### src/fpuPkg.sv
package fpuPkg;

  // csr field widths
  localparam int FrmW    = 3;
  localparam int FflagsW = 5;
  localparam int FcsrW   = FrmW + FflagsW;  // {frm, fflags}

  localparam logic [FrmW-1:0] FrmDyn = 3'b111;  // funct3 value for dynamic rm
  localparam logic [FrmW-1:0] RmMax  = 3'b100;  // rmm is the highest defined mode

  // major opcodes of the fp subset
  typedef enum logic [6:0] {
    opLoadFp  = 7'b0000111,  // flw fld
    opStoreFp = 7'b0100111,  // fsw fsd
    opMadd    = 7'b1000011,
    opMsub    = 7'b1000111,
    opNmsub   = 7'b1001011,
    opNmadd   = 7'b1001111,
    opFp      = 7'b1010011   // everything else, split on funct7
  } fpOpT;

  // writeback source for the fp register file
  typedef enum logic [1:0] {
    resRead    = 2'b00,  // load data
    resFma     = 2'b01,  // fma unit covers add and mul too
    resDivSqrt = 2'b10,
    resMem     = 2'b11   // short ops ready in memory stage
  } fResultSelT;

  // which short op feeds resMem
  typedef enum logic [2:0] {
    selSrcA  = 3'b000,  // plain move
    selSgn   = 3'b001,  // sign injection
    selCmp   = 3'b010,  // min and max
    selCvt   = 3'b011,  // int <-> fp
    selFpFp  = 3'b100   // precision change
  } fResSelT;

  // result toward the integer register file
  typedef enum logic [1:0] {
    intCmp   = 2'b00,  // feq flt fle
    intMove  = 2'b01,  // fmv.x.*
    intClass = 2'b10,
    intCvt   = 2'b11   // fcvt to int
  } fIntResSelT;

  // decoded control, msb first
  typedef struct packed {
    logic             fRegWrite;   // fp regfile write
    logic             fWriteInt;   // int regfile write
    fResultSelT       fResultSel;
    logic [2:0]       fOpCtrl;     // unit specific op code
    fResSelT          fResSel;
    fIntResSelT       fIntResSel;
    logic             fDivStart;   // kicks the div/sqrt unit
    logic             fmt;         // 0 single 1 double
    logic [FrmW-1:0]  frm;         // resolved rounding mode
    logic             illegal;
  } fpuCtrlT;

  localparam int CtrlW = $bits(fpuCtrlT);  // 18

  // empty execute slot
  localparam fpuCtrlT CtrlBubble = fpuCtrlT'({CtrlW{1'b0}});

  // illegal bit is the lsb, all else zero
  localparam fpuCtrlT CtrlIllegal = fpuCtrlT'({{(CtrlW-1){1'b0}}, 1'b1});

  // opCtrl meaning per unit
  //   fma     {is mul, negate product, negate addend}
  //   divsqrt 000 div, 001 sqrt
  //   cmp     {min or max, eq or le, lt or le}
  //   sgn     00 sgnj, 01 sgnjn, 10 sgnjx
  //   cvt     {long, unsigned, to int} per direction
  //   loads   bit 0 is double

endpackage

### src/fctrl.sv
`timescale 1ns/1ps

module fctrl import fpuPkg::*; (
  input  logic [6:0]      funct7,  // instr[31:25], bit 0 is fmt
  input  fpOpT            op,      // instr[6:0]
  input  logic [4:0]      rs2,     // instr[24:20], int width on fcvt
  input  logic [2:0]      funct3,  // rm, or width on load/store
  input  logic [FrmW-1:0] frmReg,  // dynamic rm from csr
  output fpuCtrlT         ctrlD
);

  fpuCtrlT         base;    // table row before fmt and frm
  logic            bad;     // encoding not in table
  logic            rounds;  // instr carries an rm field
  logic [FrmW-1:0] rmRes;   // resolved rounding mode
  logic            rmBad;   // reserved mode on a rounding instr

  // one table row, fields not given stay zero
  function automatic fpuCtrlT ent(
    input logic       regWr,
    input logic       wrInt,
    input fResultSelT resultSel,
    input logic [2:0] opCtrl,
    input fResSelT    resSel,
    input fIntResSelT intResSel
  );
    fpuCtrlT c;
    c            = CtrlBubble;
    c.fRegWrite  = regWr;
    c.fWriteInt  = wrInt;
    c.fResultSel = resultSel;
    c.fOpCtrl    = opCtrl;
    c.fResSel    = resSel;
    c.fIntResSel = intResSel;
    c.fDivStart  = (resultSel == resDivSqrt);  // only fdiv and fsqrt
    return c;
  endfunction

  // main decode table
  always_comb begin
    base = CtrlBubble;
    bad  = 1'b0;
    case (op)
      opLoadFp:
        case (funct3)
          3'b010:  base = ent(1'b1, 1'b0, resRead, 3'b000, selSrcA, intCmp);  // flw
          3'b011:  base = ent(1'b1, 1'b0, resRead, 3'b001, selSrcA, intCmp);  // fld
          default: bad = 1'b1;  // no h or q loads
        endcase
      opStoreFp:
        case (funct3)
          3'b010:  base = ent(1'b0, 1'b0, resRead, 3'b010, selSrcA, intCmp);  // fsw
          3'b011:  base = ent(1'b0, 1'b0, resRead, 3'b011, selSrcA, intCmp);  // fsd
          default: bad = 1'b1;
        endcase
      opMadd:  base = ent(1'b1, 1'b0, resFma, 3'b000, selSrcA, intCmp);  // fmadd
      opMsub:  base = ent(1'b1, 1'b0, resFma, 3'b001, selSrcA, intCmp);  // fmsub
      opNmsub: base = ent(1'b1, 1'b0, resFma, 3'b010, selSrcA, intCmp);  // fnmsub
      opNmadd: base = ent(1'b1, 1'b0, resFma, 3'b011, selSrcA, intCmp);  // fnmadd
      opFp:
        casez (funct7)
          7'b00000??: base = ent(1'b1, 1'b0, resFma, 3'b110, selSrcA, intCmp);  // fadd
          7'b00001??: base = ent(1'b1, 1'b0, resFma, 3'b111, selSrcA, intCmp);  // fsub
          7'b00010??: base = ent(1'b1, 1'b0, resFma, 3'b100, selSrcA, intCmp);  // fmul
          7'b00011??: base = ent(1'b1, 1'b0, resDivSqrt, 3'b000, selSrcA, intCmp);  // fdiv
          7'b01011??: base = ent(1'b1, 1'b0, resDivSqrt, 3'b001, selSrcA, intCmp);  // fsqrt
          7'b00100??:
            case (funct3)
              3'b000:  base = ent(1'b1, 1'b0, resMem, 3'b000, selSgn, intCmp);  // fsgnj
              3'b001:  base = ent(1'b1, 1'b0, resMem, 3'b001, selSgn, intCmp);  // fsgnjn
              3'b010:  base = ent(1'b1, 1'b0, resMem, 3'b010, selSgn, intCmp);  // fsgnjx
              default: bad = 1'b1;
            endcase
          7'b00101??:
            case (funct3)
              3'b000:  base = ent(1'b1, 1'b0, resMem, 3'b111, selCmp, intCmp);  // fmin
              3'b001:  base = ent(1'b1, 1'b0, resMem, 3'b101, selCmp, intCmp);  // fmax
              default: bad = 1'b1;
            endcase
          7'b10100??:
            case (funct3)
              3'b010:  base = ent(1'b0, 1'b1, resMem, 3'b010, selSrcA, intCmp);  // feq
              3'b001:  base = ent(1'b0, 1'b1, resMem, 3'b001, selSrcA, intCmp);  // flt
              3'b000:  base = ent(1'b0, 1'b1, resMem, 3'b011, selSrcA, intCmp);  // fle
              default: bad = 1'b1;
            endcase
          7'b11100??:
            if (funct3 == 3'b001)
              base = ent(1'b0, 1'b1, resMem, 3'b000, selSrcA, intClass);  // fclass
            else if (funct3[1:0] == 2'b00)
              base = ent(1'b0, 1'b1, resMem, 3'b100, selSrcA, intMove);   // fmv.x.w
            else if (funct3[1:0] == 2'b01)
              base = ent(1'b0, 1'b1, resMem, 3'b101, selSrcA, intMove);   // fmv.x.d
            else
              bad = 1'b1;
          7'b110100?:  // int to fp, s and d share op codes
            case (rs2[1:0])
              2'b00: base = ent(1'b1, 1'b0, resMem, 3'b000, selCvt, intCmp);  // from w
              2'b01: base = ent(1'b1, 1'b0, resMem, 3'b010, selCvt, intCmp);  // from wu
              2'b10: base = ent(1'b1, 1'b0, resMem, 3'b100, selCvt, intCmp);  // from l
              2'b11: base = ent(1'b1, 1'b0, resMem, 3'b110, selCvt, intCmp);  // from lu
            endcase
          7'b110000?:  // fp to int
            case (rs2[1:0])
              2'b00: base = ent(1'b0, 1'b1, resMem, 3'b001, selCvt, intCvt);  // to w
              2'b01: base = ent(1'b0, 1'b1, resMem, 3'b011, selCvt, intCvt);  // to wu
              2'b10: base = ent(1'b0, 1'b1, resMem, 3'b101, selCvt, intCvt);  // to l
              2'b11: base = ent(1'b0, 1'b1, resMem, 3'b111, selCvt, intCvt);  // to lu
            endcase
          7'b1111000: base = ent(1'b1, 1'b0, resMem, 3'b000, selSrcA, intCmp);  // fmv.w.x
          7'b1111001: base = ent(1'b1, 1'b0, resMem, 3'b001, selSrcA, intCmp);  // fmv.d.x
          7'b0100000: base = ent(1'b1, 1'b0, resMem, 3'b000, selFpFp, intCmp);  // fcvt.s.d
          default:    bad = 1'b1;  // fcvt.d.s lands here too
        endcase
      default: bad = 1'b1;  // not an fp opcode
    endcase
  end

  // dynamic rm reads the held csr value
  assign rmRes = (funct3 == FrmDyn) ? frmReg : funct3;

  // arithmetic and conversions carry rm, moves and compares do not
  assign rounds = (base.fResultSel inside {resFma, resDivSqrt}) ||
                  (base.fResSel inside {selCvt, selFpFp});

  assign rmBad = rounds && (rmRes > RmMax);  // 101..111 reserved

  always_comb begin
    ctrlD     = base;
    ctrlD.frm = rmRes;
    if (op == opLoadFp || op == opStoreFp)
      ctrlD.fmt = funct3[0];   // w/d width
    else if (base.fResSel == selFpFp)
      ctrlD.fmt = ~funct7[0];  // precision flips on fp to fp
    else
      ctrlD.fmt = funct7[0];
    // any illegal case leaves only the flag
    if (bad || rmBad)
      ctrlD = CtrlIllegal;
  end

endmodule

### src/fpuCsr.sv
`timescale 1ns/1ps

module fpuCsr import fpuPkg::*; (
  input  logic               clk,
  input  logic               rstN,
  input  logic               frmWe,       // csr write to frm
  input  logic [FrmW-1:0]    frmWData,
  input  logic               flagsValid,  // exception flags from execute
  input  logic [FflagsW-1:0] flags,
  output logic [FrmW-1:0]    frmReg,      // held rounding mode
  output logic [FcsrW-1:0]   fcsr
);

  logic [FflagsW-1:0] fflags;  // nx uf of dz nv, sticky

  // rounding mode register
  always_ff @(posedge clk or negedge rstN) begin
    if (!rstN) begin
      frmReg <= '0;  // rne
    end else if (frmWe) begin
      frmReg <= frmWData;  // decode sees it next cycle
    end
  end

  // sticky accumulate, only reset clears
  always_ff @(posedge clk or negedge rstN) begin
    if (!rstN) begin
      fflags <= '0;
    end else if (flagsValid) begin
      fflags <= fflags | flags;
    end
  end

  assign fcsr = {frmReg, fflags};  // fcsr[7:5] frm, fcsr[4:0] flags

endmodule

### src/fpuCtrlReg.sv
`timescale 1ns/1ps

module fpuCtrlReg import fpuPkg::*; (
  input  logic    clk,
  input  logic    rstN,
  input  logic    instrValid,  // decode slot holds a real instr
  input  logic    stall,       // execute busy, hold
  input  logic    flush,       // kill execute slot
  input  fpuCtrlT ctrlD,
  output fpuCtrlT ctrlE,
  output logic    validE
);

  // decode to execute stage
  always_ff @(posedge clk or negedge rstN) begin
    if (!rstN) begin
      ctrlE  <= CtrlBubble;
      validE <= 1'b0;
    end else if (flush) begin
      ctrlE  <= CtrlBubble;  // flush beats stall
      validE <= 1'b0;
    end else if (!stall) begin
      if (instrValid) begin
        ctrlE  <= ctrlD;
        validE <= 1'b1;
      end else begin
        ctrlE  <= CtrlBubble;  // nothing to issue
        validE <= 1'b0;
      end
    end
    // stall without flush keeps the slot
  end

endmodule

### src/fpuDecodeTop.sv
`timescale 1ns/1ps

module fpuDecodeTop import fpuPkg::*; (
  input  logic               clk,
  input  logic               rstN,
  input  logic [31:0]        instr,
  input  logic               instrValid,
  input  logic               stall,
  input  logic               flush,
  input  logic               frmWe,
  input  logic [FrmW-1:0]    frmWData,
  input  logic               flagsValid,
  input  logic [FflagsW-1:0] flags,
  output fpuCtrlT            ctrlE,
  output logic               validE,
  output logic [FcsrW-1:0]   fcsr
);

  logic [6:0]      funct7;
  fpOpT            op;
  logic [4:0]      rs2;
  logic [2:0]      funct3;
  logic [FrmW-1:0] frmReg;  // csr to decoder
  fpuCtrlT         ctrlD;   // decoder to stage reg

  // instruction fields, rd and rs1 not needed here
  assign funct7 = instr[31:25];
  assign rs2    = instr[24:20];
  assign funct3 = instr[14:12];
  assign op     = fpOpT'(instr[6:0]);  // unknown codes decode as illegal

  fpuCsr uCsr (
    .clk        (clk),
    .rstN       (rstN),
    .frmWe      (frmWe),
    .frmWData   (frmWData),
    .flagsValid (flagsValid),
    .flags      (flags),
    .frmReg     (frmReg),
    .fcsr       (fcsr)
  );

  fctrl uCtrl (
    .funct7 (funct7),
    .op     (op),
    .rs2    (rs2),
    .funct3 (funct3),
    .frmReg (frmReg),
    .ctrlD  (ctrlD)
  );

  fpuCtrlReg uCtrlReg (
    .clk        (clk),
    .rstN       (rstN),
    .instrValid (instrValid),
    .stall      (stall),
    .flush      (flush),
    .ctrlD      (ctrlD),
    .ctrlE      (ctrlE),
    .validE     (validE)
  );

endmodule

### config.mk
export PLATFORM = sky130hd
export DESIGN_NAME = fpuDecodeTop
export DESIGN_NICKNAME = d
export VERILOG_FILES = /design/src/fpuPkg.sv /design/src/fctrl.sv /design/src/fpuCsr.sv /design/src/fpuCtrlReg.sv /design/src/fpuDecodeTop.sv
export SDC_FILE = /design/constraint.sdc
export NUM_CORES = 1
export LEC_CHECK = 0
export ABC_CLOCK_PERIOD_IN_PS = 1750
export BUFFER_PORTS_ARGS = -buffer_cell sky130_fd_sc_hd__buf_2
export CAP_MARGIN = 25
export CORE_MARGIN = 8
export CORE_UTILIZATION = 47
export CTS_CLUSTER_DIAMETER = 120
export DETAILED_ROUTE_END_ITERATION = 7
export HOLD_SLACK_MARGIN = 0.02
export PLACE_DENSITY_LB_ADDON = 0.08
export SYNTH_ARGS = -nofsm -noshare
export SYNTH_HDL_FRONTEND = slang
export SYNTH_SLANG_ARGS = --single-unit
### constraint.sdc
create_clock -name clk -period 1.75 [get_ports clk]
set_input_delay 0.0875 -clock clk [delete_from_list [all_inputs] [get_ports clk]]
set_output_delay 0.0875 -clock clk [all_outputs]
set_load 0.03 [all_outputs]
==> results.json, run 1 <==
{
  "hold_violations": 0,
  "power.leakage_nw": 1.07,
  "grt_antenna_before_repair": 0,
  "swShare_pct": 29.9,
  "fin_worst_skew_ns": 0.00560,
  "clk_path_buf_depth": 2,
  "wl_met3_um": 209,
  "syn_area_sq_um": 1720,
  "portBuffers": 60,
  "post_cts_buffers": 0,
  "cts.sinks": 27,
  "start_kind": "register",
  "pwr-share-comb_pct": 23.5,
  "first_pass_iters": 4,
  "relSlewSlack_pct": 60.2,
  "layout_commonest_cell": "buf_2",
  "ir_drop_mv": 0.270,
  "clock_latency_ns": 0.33,
  "final_nets": 328,
  "synth_ff_type": "dfrtp_1",
  "dp_slack_ns": 0.0501,
  "most-common-layout-cells": "buf_2 (60), nand2_1 (32), dfrtp_1 (27)",
  "area_growth_pct": 37.4,
  "ios": 74,
  "drc": 0,
  "grt_max_degree": 28,
  "hp-class": "input port to register",
  "dp_cells": 306,
  "grt_usage_pct": 16.6,
  "yosysWarnings": 0,
  "avgSynthCellArea_sq_um": 9.01,
  "outcome": "finished clean",
  "synth-seq-area-share_pct": 39.2,
  "path_max_fanout": 9,
  "min_period_over_period_pct": 94.5,
  "finalWirelength_um": 4870,
  "drt_iter0_drc": 66,
  "postRouteAntennaNets": 0,
  "floorplan.rows": 22,
  "diodes": 0,
  "end_kind": "register",
  "r2r_slack_ns": 0.1,
  "rsz0062_at_grt": "false",
  "initial_core_util_pct": 48.1,
  "grt-ovfl-total": 0,
  "ys_ff_latch": 27,
  "clkPwrFrac_pct": 23.7,
  "setup.worst_path.class": "register to register",
  "synthDistinctLibCells": 56,
  "p_int_uw": 849,
  "timing.fmax_mhz": 605,
  "worst_pin_slew_ns": 0.597,
  "cts_buffers": 3,
  "cts_tree": "yes",
  "ys_async_sr_fraction_pct": 100,
  "power_frac_seq_pct": 52.8,
  "instances_no_fill": 328,
  "dpl.hpwl_um": 3790,
  "first_global_vias": 1808,
  "fin_tns_setup_ns": 0,
  "wl_per_cell_um": 14.8,
  "die_height_um": 76.5,
  "layout_setup_ws_ns": 0.0966,
  "max_cap_viol_count": 0,
  "vias_per_cell": 5.34,
  "slew_viol_final": 0,
  "grt_pass1_wl_um": 8240,
  "wl_met2_um": 2500,
  "clk_pin_slew_ns": 0.16,
  "place.gp.congestion": 0.825,
  "synth_edf_count": 0,
  "fp.dieArea_sq_um": 5860,
  "fp.dieW_um": 76.5,
  "final_layout_size_suffix_gt1_share_pct": 36.8,
  "cp_data_arrival_time_ns": 1.93,
  "fin_area_sq_um": 2360,
  "h-tree-depth": 1,
  "setup_violations": 0,
  "num_vias": 1753,
  "routed.top_layer": "met4",
  "required_ns": 2.02,
  "fin_crit_ns": 1.65,
  "root_buffer": "clkbuf_4",
  "dpl_cell_area_sq_um": 2150,
  "syn_inst": 191,
  "p_per_area_nw_per_um2": 512,
  "core_area_sq_um": 3580,
  "wl_met1_um": 2130,
  "p_switching_uw": 363,
  "syn-num-nets": 238
}
## critical path, stage by stage, from the launching register on
cell       delay, ns
dfrtp_1         0.43
nand4bb_1       0.17
o2111ai_1       0.10
a311oi_2        0.10
nor4b_4         0.36
nand3b_4        0.24
o21ai_2         0.18
## per-stage QoR
stage / total power [mW] / hold WS (ns) / util [%]
global route: 1.27 / 0.0313 / 66.1
floorplan: 0.787 / -0.208 / -
detailed placement: 0.909 / 0.122 / 60.2
finish: 1.21 / 0.0319 / 66.1
CTS: 1.21 / 0.0210 / 65.8
global placement: 0.908 / 0.127 / 60.2
## per-layer routing
metal	vias up	track usage (%)
met5	-	0
met4	0	4.62
met3	2	2.48
met2	39	29.9
met1	834	19.8
li1	878	-
## registers in the layout, indices dropped and copies added, names as in the netlist
signal,count
uCsr.fflags,5
uCsr.frmReg,3
uCtrlReg.ctrlE,18
uCtrlReg.validE,1
## final timing paths
check | depth (start not counted) | to | from
worst max-delay path | 6 | uCtrlReg.ctrlE[15] | uCsr.frmReg[0]
worst min-delay path | 2 | uCsr.frmReg[2] | frmWe
worst max register to register | 6 | uCtrlReg.ctrlE[15] | uCsr.frmReg[0]
worst min register to register | 2 | uCtrlReg.ctrlE[7] | uCtrlReg.ctrlE[7]
max in group asynchronous | 2 | uCtrlReg.ctrlE[9] | rstN
min in group asynchronous | 2 | uCtrlReg.ctrlE[3] | rstN
## power by group through the flow
| stage | registers, mW | logic [mW] | clock network, mW |
|---|---|---|---|
| 2_1_floorplan | 0.672 | 0.115 | 0 |
| 3_3_place_gp | 0.652 | 0.256 | 0 |
| 3_5_place_dp | 0.652 | 0.257 | 0 |
| 4_1_cts | 0.640 | 0.282 | 0.291 |
| 5_1_grt | 0.641 | 0.312 | 0.321 |
| 6_report | 0.640 | 0.284 | 0.287 |
## timing repair
item,CTS,global route
endpoints found under the hold margin,37,1
hold buffers,17,1
endpoints found under the setup margin,0,12
resized for setup,0,1
## synth_stat cells (all sizes together), types with 3 or more instances
master	count	area (sq um)
clkbuf	3	11.3
a21oi	6	30.0
nor3b	3	22.5
nand3	3	15.0
a21o	5	37.5
o21ai	23	149
buf	7	43.8
o211ai	3	22.5
inv	5	18.8
nor4	4	31.3
dfrtp	27	676
nand2	33	126
a21boi	3	22.5
nor2b	3	18.8
nor2	16	67.6
mux2	3	33.8
nor3	4	20.0
## cell families after synthesis
| logic type | share of synthesized area (%) |
|---|---|
| AOI/OAI and AO/OA | 24.5 |
| xor gates and xnor gates | 1.02 |
| buffers and inverters | 4.29 |
| DFF | 39.2 |
| muxes | 2.54 |
| and+or+nand+nor | 28.4 |
## area by class of cell
class,count,area (sq um)
clock buffers,3,22.5
clock inverters,1,7.51
fillers,340,1210
inverters,5,18.8
multi-input cells,149,972
flip-flops and latches,27,676
well taps,48,60.1
repair buffers,95,608
(Power assumes the default switching activity.)
==> run 2: changes to the inputs <==
--- a/config.mk
+++ b/config.mk
@@ -8,12 +8,14 @@
 export ABC_CLOCK_PERIOD_IN_PS = 1750
 export BUFFER_PORTS_ARGS = -buffer_cell sky130_fd_sc_hd__buf_2
 export CAP_MARGIN = 25
+export CORE_ASPECT_RATIO = 1.75
 export CORE_MARGIN = 8
-export CORE_UTILIZATION = 47
+export CORE_UTILIZATION = 48
 export CTS_CLUSTER_DIAMETER = 120
 export DETAILED_ROUTE_END_ITERATION = 7
 export HOLD_SLACK_MARGIN = 0.02
 export PLACE_DENSITY_LB_ADDON = 0.08
 export SYNTH_ARGS = -nofsm -noshare
 export SYNTH_HDL_FRONTEND = slang
+export SYNTH_HIERARCHICAL = 1
 export SYNTH_SLANG_ARGS = --single-unit
==> results.json, run 2 <==
{
  "grt_usage_pct": 22.5,
  "crit_buf_inv": 2,
  "final.fill_count": 266,
  "synth_area_leaders": "dfrtp_1 (38%), a32o_2 (6.3%), a32o_1 (4.5%), nand2_1 (3.4%), buf_6 (3.2%)",
  "required_ns": 1.96,
  "max_stage_delay_ns": 0.51,
  "hold_depth": 2,
  "power.leakage_nw": 1.28,
  "ys_async_sr_fraction_pct": 100,
  "drt_iter0_drc": 77,
  "finalWirelength_um": 6530,
  "avgSynthCellArea_sq_um": 9.39,
  "root_buffer": "clkbuf_8",
  "min_from": "flags[2]",
  "r2r_slack_ns": 0.06,
  "syn_area_sq_um": 1780,
  "cp_data_arrival_time_ns": 1.92,
  "cts_buffers": 3,
  "whs_endpoint": "uCsr/fflags[2]",
  "outcome": "finished clean",
  "top_regs": "uCtrlReg/ctrlE: 18 flops, uCsr/fflags: 5 flops, uCsr/frmReg: 3 flops",
  "yosysWarnings": 6,
  "pwr-share-comb_pct": 26.2,
  "synth_top_area_share_pct": 37.9,
  "vias_per_cell": 6.02,
  "end_kind": "register",
  "core_area_sq_um": 3590,
  "postRouteAntennaNets": 0,
  "critPathTopFamily": "compound AO/OA/AOI/OAI gates",
  "start_kind": "input port",
  "instances_no_fill": 347,
  "p_switching_uw": 380,
  "multi_input_area_sq_um": 1050,
  "slew_viol_final": 0,
  "min_period_over_period_pct": 98.0,
  "crit_slowest_cell": "or4_4",
  "reg2reg_depth": 7,
  "h-tree-depth": 1,
  "fp.dieW_um": 62.1,
  "synthTopCellsByCount": "dfrtp_1 (27), nand2_1 (16), a21oi_1 (11), a32o_2 (10), o21ai_0 (10)",
  "final_nets": 349,
  "cp_cell_sequence": "buf_6 -> or4_4 -> a311o_1 -> a21oi_4 -> a211oi_2 -> buf_4 -> nor3_2 -> a32o_2",
  "first_global_vias": 2246,
  "wl_per_cell_um": 18.8,
  "clk_path_buf_depth": 2,
  "most-common-layout-cells": "buf_2 (57), buf_4 (57), dfrtp_1 (24)",
  "place.gp.congestion": 0.897,
  "fin_crit_ns": 1.72,
  "dpl.hpwl_um": 5210,
  "dp_cells": 338,
  "ios": 74,
  "hp-class": "input port to register",
  "cts.sinks": 27,
  "num_vias": 2088,
  "path_max_fanout": 7,
  "setup_violations": 0,
  "reg2reg_from": "uCsr/frmReg[0]",
  "synthDistinctLibCells": 47,
  "relSlewSlack_pct": 60.6,
  "p_int_uw": 955,
  "worst_pin_slew_ns": 0.591,
  "synth_edf_count": 0,
  "max_cap_viol_count": 0,
  "grt_pass1_wl_um": 10400,
  "yosysMostFrequentCell": "dfrtp_1",
  "grt_antenna_before_repair": 0,
  "fin_worst_skew_ns": 0.00231,
  "final_layout_size_suffix_gt1_share_pct": 48.5,
  "drc": 0,
  "syn_inst": 190,
  "clock_latency_ns": 0.27,
  "grt-ovfl-total": 0,
  "diodes": 0,
  "power.total_mw": 1.33,
  "clk_pin_slew_ns": 0.09,
  "grt_max_degree": 28,
  "floorplan.rows": 29,
  "hold_violations": 0,
  "ir_drop_mv": 0.608,
  "ys_ff_latch": 27,
  "synth_ff_type": "dfrtp_1",
  "fp.dieArea_sq_um": 6000,
  "portBuffers": 60,
  "largest_register_ffs": 18,
  "synth-seq-area-share_pct": 37.9,
  "ff_latch_area_sq_um": 679,
  "first_pass_iters": 5,
  "cts_tree": "yes",
  "syn-num-nets": 237,
  "yosysTopAreaCell": "dfrtp_1",
  "die_height_um": 96.7,
  "rsz0062_at_grt": "true",
  "swShare_pct": 28.5,
  "startpoint": "instr[25]",
  "top_register": "uCtrlReg/ctrlE",
  "timing.fmax_mhz": 583,
  "clkPwrFrac_pct": 25.8,
  "r2r-end": "uCtrlReg/ctrlE[2]",
  "area_growth_pct": 48.5,
  "power_frac_seq_pct": 48.0,
  "p_per_area_nw_per_um2": 504,
  "setup.worst_path.class": "input port to register",
  "initial_core_util_pct": 49.7
}
-- run 2: metal layers --
layer  GRT usage (%)  up-vias  wire length [um]
li1                -      965                 -
met1            19.9     1010              2200
met2            42.8       94              3710
met3            3.58       19               362
met4            12.4        0               256
met5               0        -                 0
-- run 2: logic make-up after synthesis --
| group | Yosys count | synth area share (%) |
|---|---|---|
| and+or+nand+nor | 70 | 21.5 |
| DFF | 27 | 37.9 |
| AOI/OAI and AO/OA | 67 | 29.6 |
| muxes | 5 | 3.02 |
| xor gates and xnor gates | 2 | 0.982 |
| buffers and inverters | 19 | 7.01 |
-- run 2: what timing repair did --
| action | in CTS | in global routing |
|---|---|---|
| hold buffers | 5 | 0 |
| endpoints found under the hold margin | 31 | 0 |
| pin swaps | 2 | 8 |
| setup endpoints to repair | 4 | 14 |
| resized for setup | 0 | 13 |
| buffers inserted | 0 | 1 |
-- run 2: layout make-up --
class / count / share of cell area (%)
multi-input combinational: 144 / 39.5
timing repair buffer: 123 / 30.5
sequential: 27 / 25.6
tap: 46 / 2.17
clock buffer: 4 / 1.70
inverter: 3 / 0.425
-- run 2: worst reg2reg max path, stage by stage, from the launching register on --
cell and delay (ns):
dfrtp_2 0.37, o21ai_1 0.08, a31oi_2 0.29, o41ai_2 0.19, nor2_4 0.20, buf_6 0.15, nor3_2 0.04, a32o_2 0.27
-- run 2: power by group through the flow --
stage / clock, mW / sequential, mW / combinational (mW)
finish: 0.344 / 0.640 / 0.350
global route: 0.369 / 0.641 / 0.378
CTS: 0.351 / 0.640 / 0.335
detailed placement: 0 / 0.653 / 0.325
global placement: 0 / 0.652 / 0.311
floorplan: 0 / 0.674 / 0.139
-- run 2: stage by stage --
step	hold slack (ns)	util, %	area, sq um	TNS [ns]	setup WS [ns]
floorplan	-0.208	-	1810	-0.313	-0.127
global placement	0.103	68.8	2470	-2.73	-0.225
detailed placement	0.115	69.3	2490	-3.37	-0.281
CTS	0.0243	71.9	2580	0	0.0197
global route	0.0262	73.7	2650	-0.0485	-0.0291
finish	0.0199	73.7	2650	0	0.0343
-- run 2: how the worst max path moves through the flow --
stage / endpoint / slack, ns / depth (start not counted)
after floorplan: uCtrlReg/ctrlE[0] / -0.13 / 6
after global placement: uCtrlReg/ctrlE[4] / -0.22 / 8
after detailed placement: uCtrlReg/ctrlE[2] / -0.28 / 8
after CTS: uCtrlReg/ctrlE[2] / 0.02 / 8
after global routing: uCtrlReg/ctrlE[2] / -0.03 / 7
final: uCtrlReg/ctrlE[2] / 0.03 / 8
